[src/u2_ctrl_pkg.sv]
// Shared definitions for the wb_clk control plane
// Address map, settings numbers, widths, reset values and types
`default_nettype none

package u2_ctrl_pkg;

   ////////////////////
   // Bus shape
   localparam int WB_DW = 32;
   localparam int WB_AW = 16;

   typedef logic [WB_DW-1:0] wb_data_t;
   typedef logic [WB_AW-1:0] wb_addr_t;

   ////////////////////
   // Slave prefixes on the top address bits
   localparam int DECODE_W = 6;
   localparam logic [DECODE_W-1:0] SLAVE_READBACK = 6'b110011;  // 0xCC00
   localparam logic [DECODE_W-1:0] SLAVE_SETTINGS = 6'b110101;  // 0xD400
   localparam logic [DECODE_W-1:0] SLAVE_PIC      = 6'b110110;  // 0xD800

   // Settings register number, byte address bits 9 to 2
   typedef logic [7:0] set_addr_t;
   typedef logic [7:0] ctrl_byte_t;

   ////////////////////
   // Board setting registers
   localparam set_addr_t SR_CLOCK   = 8'd0;
   localparam set_addr_t SR_SERDES  = 8'd1;
   localparam set_addr_t SR_ADC     = 8'd2;
   localparam set_addr_t SR_LED_SW  = 8'd3;
   localparam set_addr_t SR_PHY     = 8'd4;
   localparam set_addr_t SR_LED_SRC = 8'd8;

   // Hardware drives LEDs 4 to 1 out of reset
   localparam ctrl_byte_t LED_SRC_RESET = 8'h1E;

   ////////////////////
   // Readback and interrupts
   localparam wb_data_t COMPAT_NUM = 32'd4;
   localparam int IRQ_W = 8;
   typedef logic [IRQ_W-1:0] irq_t;

   // Readback word numbers
   localparam logic [3:0] RB_SIM_CLKDIV = 4'd9;
   localparam logic [3:0] RB_COMPAT     = 4'd12;
   localparam logic [3:0] RB_IRQ        = 4'd13;
   localparam logic [3:0] RB_CYCLES     = 4'd15;

   // Interrupt controller word numbers
   localparam logic [2:0] PIC_MASK = 3'd0;
   localparam logic [2:0] PIC_EDGE = 3'd1;
   localparam logic [2:0] PIC_POL  = 3'd2;
   localparam logic [2:0] PIC_PEND = 3'd3;
   localparam logic [2:0] PIC_LIVE = 3'd4;

endpackage

`default_nettype wire

[src/board_ctrl_regs.sv]
// Board setting registers on the settings bus
// Drives clock-gen, SERDES, ADC and PHY pins, and selects the LED source
`timescale 1ns/100ps
`default_nettype none

module board_ctrl_regs (
   input  logic                    wb_clk,
   input  logic                    wb_rst,
   input  logic                    set_stb_i,
   input  u2_ctrl_pkg::set_addr_t  set_addr_i,
   input  u2_ctrl_pkg::wb_data_t   set_data_i,
   input  logic                    run_tx_i,
   input  logic                    run_rx_i,
   input  logic                    clk_status_i,
   input  logic                    serdes_link_up_i,
   output logic                    clock_ready_o,
   output logic [1:0]              clk_en_o,
   output logic [1:0]              clk_sel_o,
   output logic                    ser_enable_o,
   output logic                    ser_prbsen_o,
   output logic                    ser_loopen_o,
   output logic                    ser_rx_en_o,
   output logic                    adc_oe_a_o,
   output logic                    adc_on_a_o,
   output logic                    adc_oe_b_o,
   output logic                    adc_on_b_o,
   output logic                    phy_reset_n_o,
   output u2_ctrl_pkg::ctrl_byte_t leds_o
);

   u2_ctrl_pkg::ctrl_byte_t clock_q, serdes_q, adc_q, led_sw_q, phy_q, led_src_q;
   u2_ctrl_pkg::ctrl_byte_t led_hw;

   ////////////////////
   // Setting registers
   always_ff @(posedge wb_clk) begin
      if (wb_rst) begin
         clock_q   <= '0;
         serdes_q  <= '0;
         adc_q     <= '0;
         led_sw_q  <= '0;
         phy_q     <= '0;
         led_src_q <= u2_ctrl_pkg::LED_SRC_RESET;
      end else if (set_stb_i) begin
         case (set_addr_i)
            u2_ctrl_pkg::SR_CLOCK:   clock_q   <= set_data_i[7:0];
            u2_ctrl_pkg::SR_SERDES:  serdes_q  <= set_data_i[7:0];
            u2_ctrl_pkg::SR_ADC:     adc_q     <= set_data_i[7:0];
            u2_ctrl_pkg::SR_LED_SW:  led_sw_q  <= set_data_i[7:0];
            u2_ctrl_pkg::SR_PHY:     phy_q     <= set_data_i[7:0];
            u2_ctrl_pkg::SR_LED_SRC: led_src_q <= set_data_i[7:0];
            default: ;
         endcase
      end
   end

   ////////////////////
   // Pin mapping
   assign {clock_ready_o, clk_en_o, clk_sel_o} = clock_q[4:0];
   assign {ser_enable_o, ser_prbsen_o, ser_loopen_o, ser_rx_en_o} = serdes_q[3:0];
   assign {adc_oe_a_o, adc_on_a_o, adc_oe_b_o, adc_on_b_o} = adc_q[3:0];

   // Register holds the reset request, pin is active low
   assign phy_reset_n_o = ~phy_q[0];

   // Source bit 1 picks hardware status, 0 picks the software byte
   assign led_hw = {3'b000, run_tx_i, run_rx_i, clk_status_i, serdes_link_up_i, 1'b0};
   assign leds_o = (led_src_q & led_hw) | (~led_src_q & led_sw_q);

endmodule

`default_nettype wire

[src/pic.sv]
// Programmable interrupt controller
// Mask, edge/level and polarity per line, pending bits cleared by writing 1s
`timescale 1ns/100ps
`default_nettype none

module pic (
   input  logic                  wb_clk,
   input  logic                  wb_rst,
   input  logic                  wb_stb_i,
   input  logic                  wb_we_i,
   input  u2_ctrl_pkg::wb_addr_t wb_adr_i,
   input  u2_ctrl_pkg::wb_data_t wb_dat_i,
   input  u2_ctrl_pkg::irq_t     irq_i,
   output logic                  wb_ack_o,
   output u2_ctrl_pkg::wb_data_t wb_dat_o,
   output logic                  int_o
);

   u2_ctrl_pkg::irq_t mask_q, edge_q, pol_q, pend_q, act_q;
   u2_ctrl_pkg::irq_t act, set_bits, clr_bits;
   logic [2:0]        word_idx;
   logic              stb_q;
   logic              start;
   logic              wr_en;

   assign word_idx = wb_adr_i[4:2];
   assign start    = wb_stb_i & ~stb_q;

   // Writes land on the edge that ends the ack cycle
   assign wr_en = wb_stb_i & wb_we_i & wb_ack_o;

   ////////////////////
   // Line qualification
   assign act      = irq_i ^ pol_q;
   // Edge lines need an inactive-to-active step, level lines just active
   assign set_bits = act & ~(edge_q & act_q);
   assign clr_bits = (wr_en && word_idx == u2_ctrl_pkg::PIC_PEND) ?
                     wb_dat_i[u2_ctrl_pkg::IRQ_W-1:0] : '0;

   always_ff @(posedge wb_clk) begin
      if (wb_rst) begin
         stb_q    <= 1'b0;
         wb_ack_o <= 1'b0;
         mask_q   <= '0;
         edge_q   <= '0;
         pol_q    <= '0;
         pend_q   <= '0;
         act_q    <= '0;
      end else begin
         stb_q    <= wb_stb_i;
         wb_ack_o <= start;
         act_q    <= act;
         // A new set beats a clear on the same edge
         pend_q   <= (pend_q & ~clr_bits) | set_bits;
         if (wr_en) begin
            case (word_idx)
               u2_ctrl_pkg::PIC_MASK: mask_q <= wb_dat_i[u2_ctrl_pkg::IRQ_W-1:0];
               u2_ctrl_pkg::PIC_EDGE: edge_q <= wb_dat_i[u2_ctrl_pkg::IRQ_W-1:0];
               u2_ctrl_pkg::PIC_POL:  pol_q  <= wb_dat_i[u2_ctrl_pkg::IRQ_W-1:0];
               default: ;
            endcase
         end
      end
   end

   ////////////////////
   // Read data, captured with the ack
   always_ff @(posedge wb_clk) begin
      if (start) begin
         wb_dat_o <= '0;
         case (word_idx)
            u2_ctrl_pkg::PIC_MASK: wb_dat_o[u2_ctrl_pkg::IRQ_W-1:0] <= mask_q;
            u2_ctrl_pkg::PIC_EDGE: wb_dat_o[u2_ctrl_pkg::IRQ_W-1:0] <= edge_q;
            u2_ctrl_pkg::PIC_POL:  wb_dat_o[u2_ctrl_pkg::IRQ_W-1:0] <= pol_q;
            u2_ctrl_pkg::PIC_PEND: wb_dat_o[u2_ctrl_pkg::IRQ_W-1:0] <= pend_q;
            u2_ctrl_pkg::PIC_LIVE: wb_dat_o[u2_ctrl_pkg::IRQ_W-1:0] <= irq_i;
            default: ;
         endcase
      end
   end

   assign int_o = |(pend_q & mask_q);

   // A pending bit only rises while its line was active
   assert property (@(posedge wb_clk) disable iff (wb_rst)
                    (pend_q & ~$past(pend_q) & ~$past(act)) == '0);

endmodule

`default_nettype wire

[src/settings_bus.sv]
// Settings bus slave
// Turns a Wishbone write into a one-cycle address/data strobe
`timescale 1ns/100ps
`default_nettype none

module settings_bus (
   input  logic                   wb_clk,
   input  logic                   wb_rst,
   input  logic                   wb_stb_i,
   input  logic                   wb_we_i,
   input  u2_ctrl_pkg::wb_addr_t  wb_adr_i,
   input  u2_ctrl_pkg::wb_data_t  wb_dat_i,
   output logic                   wb_ack_o,
   output logic                   set_stb_o,
   output u2_ctrl_pkg::set_addr_t set_addr_o,
   output u2_ctrl_pkg::wb_data_t  set_data_o
);

   logic stb_q;
   logic start;

   // First cycle of a strobe
   assign start = wb_stb_i & ~stb_q;

   always_ff @(posedge wb_clk) begin
      if (wb_rst) begin
         stb_q     <= 1'b0;
         wb_ack_o  <= 1'b0;
         set_stb_o <= 1'b0;
      end else begin
         stb_q     <= wb_stb_i;
         wb_ack_o  <= start;
         set_stb_o <= start & wb_we_i;
      end
   end

   always_ff @(posedge wb_clk) begin
      if (start & wb_we_i) begin
         set_addr_o <= wb_adr_i[9:2];
         set_data_o <= wb_dat_i;
      end
   end

   assert property (@(posedge wb_clk) disable iff (wb_rst) set_stb_o |=> !set_stb_o);

endmodule

`default_nettype wire

[src/status_readback.sv]
// Readback slave for status words
// Sixteen-word mux with compatibility number and free-running cycle counter
`timescale 1ns/100ps
`default_nettype none

module status_readback (
   input  logic                  wb_clk,
   input  logic                  wb_rst,
   input  logic                  wb_stb_i,
   input  u2_ctrl_pkg::wb_addr_t wb_adr_i,
   input  logic                  sim_mode_i,
   input  logic [3:0]            clock_divider_i,
   input  u2_ctrl_pkg::irq_t     irq_i,
   output logic                  wb_ack_o,
   output u2_ctrl_pkg::wb_data_t wb_dat_o
);

   u2_ctrl_pkg::wb_data_t cycle_count;
   u2_ctrl_pkg::wb_data_t word;
   logic                  stb_q;
   logic                  start;

   assign start = wb_stb_i & ~stb_q;

   always_ff @(posedge wb_clk) begin
      if (wb_rst) begin
         cycle_count <= '0;
         stb_q       <= 1'b0;
         wb_ack_o    <= 1'b0;
      end else begin
         cycle_count <= cycle_count + 1'b1;
         stb_q       <= wb_stb_i;
         wb_ack_o    <= start;
      end
   end

   // Word select on byte address bits 5 to 2
   always_comb begin
      case (wb_adr_i[5:2])
         u2_ctrl_pkg::RB_SIM_CLKDIV: word = {sim_mode_i, 27'd0, clock_divider_i};
         u2_ctrl_pkg::RB_COMPAT:     word = u2_ctrl_pkg::COMPAT_NUM;
         u2_ctrl_pkg::RB_IRQ:        word = {{(u2_ctrl_pkg::WB_DW - u2_ctrl_pkg::IRQ_W){1'b0}}, irq_i};
         u2_ctrl_pkg::RB_CYCLES:     word = cycle_count;
         default:                    word = '0;
      endcase
   end

   // Captured on the edge that raises ack
   always_ff @(posedge wb_clk) begin
      if (start)
         wb_dat_o <= word;
   end

endmodule

`default_nettype wire

[src/u2_ctrl_core.sv]
// Control plane of the radio core in the wb_clk domain
// Decoder plus settings, board registers, readback and interrupt slaves
`timescale 1ns/100ps
`default_nettype none

module u2_ctrl_core (
   input  logic                    wb_clk,
   input  logic                    wb_rst,
   // Wishbone slave port
   input  u2_ctrl_pkg::wb_addr_t   wb_adr_i,
   input  u2_ctrl_pkg::wb_data_t   wb_dat_i,
   input  logic                    wb_we_i,
   input  logic                    wb_stb_i,
   input  logic                    wb_cyc_i,
   output u2_ctrl_pkg::wb_data_t   wb_dat_o,
   output logic                    wb_ack_o,
   // Status and interrupt inputs
   input  logic                    run_tx_i,
   input  logic                    run_rx_i,
   input  logic                    clk_status_i,
   input  logic                    serdes_link_up_i,
   input  logic                    sim_mode_i,
   input  logic [3:0]              clock_divider_i,
   input  u2_ctrl_pkg::irq_t       irq_i,
   output logic                    int_o,
   // Board control pins
   output logic                    clock_ready_o,
   output logic [1:0]              clk_en_o,
   output logic [1:0]              clk_sel_o,
   output logic                    ser_enable_o,
   output logic                    ser_prbsen_o,
   output logic                    ser_loopen_o,
   output logic                    ser_rx_en_o,
   output logic                    adc_oe_a_o,
   output logic                    adc_on_a_o,
   output logic                    adc_oe_b_o,
   output logic                    adc_on_b_o,
   output logic                    phy_reset_n_o,
   output u2_ctrl_pkg::ctrl_byte_t leds_o
);

   logic                   rb_stb, set_stb_wb, pic_stb;
   logic                   rb_ack, set_ack, pic_ack;
   u2_ctrl_pkg::wb_data_t  rb_dat, pic_dat;
   logic                   set_stb;
   u2_ctrl_pkg::set_addr_t set_addr;
   u2_ctrl_pkg::wb_data_t  set_data;

   ////////////////////
   // Interconnect
   wb_slave_decode u_decode (
      .wb_adr_i(wb_adr_i), .wb_stb_i(wb_stb_i), .wb_cyc_i(wb_cyc_i),
      .rb_ack_i(rb_ack), .set_ack_i(set_ack), .pic_ack_i(pic_ack),
      .rb_dat_i(rb_dat), .pic_dat_i(pic_dat),
      .rb_stb_o(rb_stb), .set_stb_o(set_stb_wb), .pic_stb_o(pic_stb),
      .wb_ack_o(wb_ack_o), .wb_dat_o(wb_dat_o));

   ////////////////////
   // Settings bus, slave 7
   settings_bus u_settings_bus (
      .wb_clk(wb_clk), .wb_rst(wb_rst), .wb_stb_i(set_stb_wb), .wb_we_i(wb_we_i),
      .wb_adr_i(wb_adr_i), .wb_dat_i(wb_dat_i), .wb_ack_o(set_ack),
      .set_stb_o(set_stb), .set_addr_o(set_addr), .set_data_o(set_data));

   board_ctrl_regs u_board_regs (
      .wb_clk(wb_clk), .wb_rst(wb_rst),
      .set_stb_i(set_stb), .set_addr_i(set_addr), .set_data_i(set_data),
      .run_tx_i(run_tx_i), .run_rx_i(run_rx_i), .clk_status_i(clk_status_i),
      .serdes_link_up_i(serdes_link_up_i),
      .clock_ready_o(clock_ready_o), .clk_en_o(clk_en_o), .clk_sel_o(clk_sel_o),
      .ser_enable_o(ser_enable_o), .ser_prbsen_o(ser_prbsen_o),
      .ser_loopen_o(ser_loopen_o), .ser_rx_en_o(ser_rx_en_o),
      .adc_oe_a_o(adc_oe_a_o), .adc_on_a_o(adc_on_a_o),
      .adc_oe_b_o(adc_oe_b_o), .adc_on_b_o(adc_on_b_o),
      .phy_reset_n_o(phy_reset_n_o), .leds_o(leds_o));

   ////////////////////
   // Readback, slave 5
   status_readback u_readback (
      .wb_clk(wb_clk), .wb_rst(wb_rst), .wb_stb_i(rb_stb), .wb_adr_i(wb_adr_i),
      .sim_mode_i(sim_mode_i), .clock_divider_i(clock_divider_i), .irq_i(irq_i),
      .wb_ack_o(rb_ack), .wb_dat_o(rb_dat));

   ////////////////////
   // Interrupt controller, slave 8
   pic u_pic (
      .wb_clk(wb_clk), .wb_rst(wb_rst), .wb_stb_i(pic_stb), .wb_we_i(wb_we_i),
      .wb_adr_i(wb_adr_i), .wb_dat_i(wb_dat_i), .irq_i(irq_i),
      .wb_ack_o(pic_ack), .wb_dat_o(pic_dat), .int_o(int_o));

endmodule

`default_nettype wire

[src/wb_slave_decode.sv]
// Single-master Wishbone decoder for the three control slaves
// Gates the strobe by address prefix and merges acks and read data
`timescale 1ns/100ps
`default_nettype none

module wb_slave_decode (
   input  u2_ctrl_pkg::wb_addr_t wb_adr_i,
   input  logic                  wb_stb_i,
   input  logic                  wb_cyc_i,
   input  logic                  rb_ack_i,
   input  logic                  set_ack_i,
   input  logic                  pic_ack_i,
   input  u2_ctrl_pkg::wb_data_t rb_dat_i,
   input  u2_ctrl_pkg::wb_data_t pic_dat_i,
   output logic                  rb_stb_o,
   output logic                  set_stb_o,
   output logic                  pic_stb_o,
   output logic                  wb_ack_o,
   output u2_ctrl_pkg::wb_data_t wb_dat_o
);

   logic [u2_ctrl_pkg::DECODE_W-1:0] prefix;
   logic                             access;

   assign prefix = wb_adr_i[u2_ctrl_pkg::WB_AW-1 -: u2_ctrl_pkg::DECODE_W];
   assign access = wb_stb_i & wb_cyc_i;

   // Unmapped prefixes get no strobe and so no ack
   assign rb_stb_o  = access & (prefix == u2_ctrl_pkg::SLAVE_READBACK);
   assign set_stb_o = access & (prefix == u2_ctrl_pkg::SLAVE_SETTINGS);
   assign pic_stb_o = access & (prefix == u2_ctrl_pkg::SLAVE_PIC);

   assign wb_ack_o = rb_ack_i | set_ack_i | pic_ack_i;

   // Settings slave reads back as zero
   always_comb begin
      case (prefix)
         u2_ctrl_pkg::SLAVE_READBACK: wb_dat_o = rb_dat_i;
         u2_ctrl_pkg::SLAVE_PIC:      wb_dat_o = pic_dat_i;
         default:                     wb_dat_o = '0;
      endcase
   end

   // Each access is answered by one slave only
   always_comb begin
      assert ($onehot0({rb_ack_i, set_ack_i, pic_ack_i}))
         else $error("more than one slave ack active");
   end

endmodule

`default_nettype wire
[config.mk]
export PLATFORM = sky130hd
export DESIGN_NAME = u2_ctrl_core
export DESIGN_NICKNAME = d
export VERILOG_FILES = /design/src/u2_ctrl_pkg.sv /design/src/board_ctrl_regs.sv /design/src/pic.sv /design/src/settings_bus.sv /design/src/status_readback.sv /design/src/u2_ctrl_core.sv /design/src/wb_slave_decode.sv
export SDC_FILE = /design/constraint.sdc
export NUM_CORES = 1
export LEC_CHECK = 0
export ABC_AREA = 1
export BUFFER_PORTS_ARGS = -buffer_cell sky130_fd_sc_hd__buf_2
export CAP_MARGIN = 30
export CORE_UTILIZATION = 42
export DETAILED_ROUTE_END_ITERATION = 8
export SYNTH_ARGS = -nofsm -noshare
export SYNTH_HDL_FRONTEND = slang
export SYNTH_SLANG_ARGS = --single-unit
export TNS_END_PERCENT = 50
[constraint.sdc]
create_clock -name wb_clk -period 5.2 [get_ports wb_clk]
set_input_delay 1.3 -clock wb_clk [delete_from_list [all_inputs] [get_ports wb_clk]]
set_output_delay 1.3 -clock wb_clk [all_outputs]
set_load 0.005 [all_outputs]
==> run summary <==
The run finished with clean final reports. The final total negative setup slack came out at 0 ns. The run gives 4 as the number of levels the H-tree was split into. Dividing the detail-routed wire length by the instance count gives 13.9 um. The overall routing resource usage was 0.209. Detailed placement finished with a half-perimeter wire length of 13.2 mm. After clock tree synthesis, the repair step resized 0 gates. For the number of global-route vias before repair, the log shows 5543.

The count of flip-flops with a built-in enable after synthesis is 56. The kind of path behind the tightest hold check is reg2reg. The biggest area contributor in the post-synthesis netlist is sky130_fd_sc_hd__dfxtp_1. 0 antenna diodes ended up in the layout. Tracing the worst setup path back leads to its startpoint at wb_adr_i[14].

After layout, the minimum clock period comes to 4.08 ns. Setup repair after global routing left no endpoint under its margin. The count of different cell masters after synthesis was 36.

For the detailed-router iteration count before antenna repair, the log shows 5. The y dimension of the die works out to 135 um. The final route contains 6358 vias. Entering global routing, the biggest net connects 46 pins.

The worst setup path is launched from an input pin. STA classifies the critical path endpoint as a primary output. The transition at the pin with the smallest max-transition slack is 0.943 ns.

For the number of placed instances, taps included, the log shows 1290. After synthesis, the mean cell area works out to 7.58 um2. Clock tree synthesis inserted a total of 17 buffers. Once layout is complete, the cells apart from fillers number 1322.

For the cell count after synthesis, the log shows 984. The remaining max-slew budget at the tightest pin is 0.369, and the fmax is 245 MHz. Synthesis produced a netlist with a net count of 1055. The tools report the startpoint of the worst hold path as u_pic.stb_q$_SDFF_PP0_. For the count of warnings emitted by yosys, the log shows 0.

The portion of the clock cycle consumed by the worst path in the final layout is 0.785, and the number of antenna violations at the first check in global routing is 0. The first global-routing pass estimated 29.0 mm of wire. The number of pins with negative max-slew slack in the final report is 0.

Counting along the longest clock path gives a buffer depth of 2. The run gives 0 as the number of hold buffers added after cts. TritonCTS built the clock tree. The horizontal extent of the die is 135 um. The met3 track demand over resource in global routing is 0.0348, and the worst-case clock skew is 0.00713 ns.

The largest registers in the layout are u_readback.cycle_count (32), u_readback.wb_dat_o (32). Overall routed net length: 18.4 mm. The met2 demand-to-capacity share in global routing is 0.304. The tree is rooted in a sky130_fd_sc_hd__clkbuf_16.

Row generation in the floorplan step produced 48 rows. Sorting the synthesized cells by area gives the leading types as sky130_fd_sc_hd__dfxtp_1 (29%), sky130_fd_sc_hd__edfxtp_1 (23%), sky130_fd_sc_hd__nand2_1 (10%), sky130_fd_sc_hd__nor2_1 (10%), sky130_fd_sc_hd__inv_1 (7.4%). The total area inside the core boundary comes to 0.0173 mm2.

The flip-flop and latch count after synthesis is 165. The most common flop cell mapped by yosys was sky130_fd_sc_hd__dfxtp_1. The share of cells above drive strength 1 was 0.153. Number of nets in the final layout: 1155.

Static leakage: 3.69 nW. After synthesis, the most frequently instantiated cells are sky130_fd_sc_hd__nand2_1 (207), sky130_fd_sc_hd__nor2_1 (203), sky130_fd_sc_hd__inv_1 (147). The clock drives 165 sinks.

The most crowded layer after global routing is met1. The number of DRC markers in iteration 0 came out at 523. Once the clock tree was built, the setup fixing pass inserted 0 buffers.

The congestion estimate from routability-driven global placement came to 0.855. In this run the power density over the cells is 301 mW/mm2. For the global-route track usage on met1, the log shows 0.309.

126 I/O pins were placed. Data on the critical path is required at its endpoint by 3.90 ns. The later pin in the worst-skew pair is clocked with a latency of 0.44 ns. Post-synthesis to final-layout area growth: 17.5%. For this run, design rule violations remaining after detail routing come to 0. The count of port buffers added during placement was 99; the initial core utilization was 0.431. Dividing the detail-routed via count by the number of cells gives 4.81.

In this run the worst path has a maximum fanout of 26. The critical path in this run is classified as in2out. For the count of endpoints failing setup in the final report, the log shows 0.

The count of nets left with antenna violations once routing finished came out at 0. The max-capacitance violation count is 0. Proportion of netlist area held by the largest area contributor: 0.292. The die covers 0.0183 mm2. The synthesized cell area is 0.00746 mm2, and the clock edge transition at the registers on the reported setup and hold paths is 0.07 ns. The tools report the maximum VDD drop as 0.238 mV. Final hold analysis gives a worst-case slack of 0.436 ns. The async set or reset register ratio after synthesis works out to 0. The tools report the launch instance of the worst register-to-register path as u_settings_bus.set_addr_o[2]$_DFFE_PP_. Yosys instantiated no cell more often than sky130_fd_sc_hd__nand2_1.

Fill cells in the final layout number 1733. The total count of hold-check failures in the final report is 0, and the critical path data arrival time is 2.78 ns. Global routing finished with a remaining overflow of 0. The tools report the sequential fraction of the synthesis area as 0.518.
## final timing paths
check | endpoint | slack (ns) | cells after the start
min reg2reg | u_pic.wb_ack_o$_SDFF_PP0_ | 0.44 | 1
max | wb_dat_o[21] | 1.12 | 7
max reg2reg | u_board_regs.led_sw_q[5]$_SDFFE_PP0P_ | 3.48 | 7
min | u_pic.wb_ack_o$_SDFF_PP0_ | 0.44 | 1
## critical path, stage by stage
cell	delay, ns
sky130_fd_sc_hd__buf_2	0.09
sky130_fd_sc_hd__nand2_1	0.09
sky130_fd_sc_hd__nor2_4	0.14
sky130_fd_sc_hd__nand4_1	0.49
sky130_fd_sc_hd__buf_4	0.43
sky130_fd_sc_hd__nor2_1	0.11
sky130_fd_sc_hd__buf_2	0.12
## final cells by class
class	count	area, um2	share of cell area
Sequential cell	165	3860	0.441
Multi-Input combinational cell	639	2910	0.332
Inverter	155	582	0.0664
Timing Repair Buffer	106	568	0.0648
Clock buffer	19	464	0.0530
Tap cell	225	282	0.0321
Clock inverter	13	98.8	0.0113
## layout by cell type, fill, tap and decap left out, types with 2 or more instances in the layout
master / netlist / final
sky130_fd_sc_hd__a21oi_1: 62 / 62
sky130_fd_sc_hd__a221oi_1: 2 / 2
sky130_fd_sc_hd__buf_2: 8 / 99
sky130_fd_sc_hd__buf_4: 0 / 6
sky130_fd_sc_hd__clkbuf_16: 0 / 18
sky130_fd_sc_hd__clkinv_1: 2 / 2
sky130_fd_sc_hd__clkinv_2: 0 / 3
sky130_fd_sc_hd__clkinv_4: 0 / 4
sky130_fd_sc_hd__clkinvlp_4: 0 / 3
sky130_fd_sc_hd__dfxtp_1: 109 / 109
sky130_fd_sc_hd__edfxtp_1: 56 / 56
sky130_fd_sc_hd__inv_1: 147 / 146
sky130_fd_sc_hd__inv_2: 6 / 7
sky130_fd_sc_hd__inv_6: 0 / 3
sky130_fd_sc_hd__mux2_2: 4 / 4
sky130_fd_sc_hd__nand2_1: 207 / 207
sky130_fd_sc_hd__nand2_2: 7 / 7
sky130_fd_sc_hd__nand2_4: 3 / 3
sky130_fd_sc_hd__nand3_1: 44 / 44
sky130_fd_sc_hd__nand4_1: 7 / 7
sky130_fd_sc_hd__nor2_1: 203 / 203
sky130_fd_sc_hd__nor2_4: 3 / 3
sky130_fd_sc_hd__nor3_1: 13 / 11
sky130_fd_sc_hd__nor3_2: 1 / 2
sky130_fd_sc_hd__o2111ai_1: 2 / 2
sky130_fd_sc_hd__o211ai_1: 7 / 7
sky130_fd_sc_hd__o21ai_0: 31 / 31
sky130_fd_sc_hd__o21ai_1: 11 / 11
sky130_fd_sc_hd__o221ai_1: 2 / 2
sky130_fd_sc_hd__o22ai_1: 17 / 17
sky130_fd_sc_hd__xor2_1: 4 / 4
## metal layers
metal | vias to the layer above | part of all wire
met5 | - | 0
met3 | 23 | 0.058
met4 | 0 | 0.016
met2 | 170 | 0.41
met1 | 2833 | 0.51
li1 | 3332 | -
## per-stage QoR
stage | setup WS (ns) | cell area [um2] | power (W) | util
6_report | 1.12 | 8770 | 0.00264 | 0.507
4_1_cts | 1.11 | 8770 | 0.00266 | 0.507
3_5_place_dp | 1.12 | 8200 | 0.00148 | 0.474
2_1_floorplan | 0.743 | 7460 | 0.00143 | -
5_1_grt | 0.969 | 8770 | 0.00272 | 0.507
3_3_place_gp | 1.15 | 8180 | 0.00147 | 0.473
## cell families after synthesis
logic type / Yosys count / synth area share
fa+ha+maj: 1 / 0.00168
flops: 165 / 0.518
mux: 4 / 0.00603
xor+xnor: 4 / 0.00469
buf+inv: 180 / 0.0949
compound gates: 137 / 0.101
simple gates: 493 / 0.274
## report_power, final
part           switching, W  internal (W)  leakage [nW]
registers        0.00000724       0.00134          1.44
clock network      0.000537      0.000656         0.271
logic             0.0000696     0.0000333          1.98
total              0.000614       0.00203          3.69
Power figures use the tool's default switching activity.
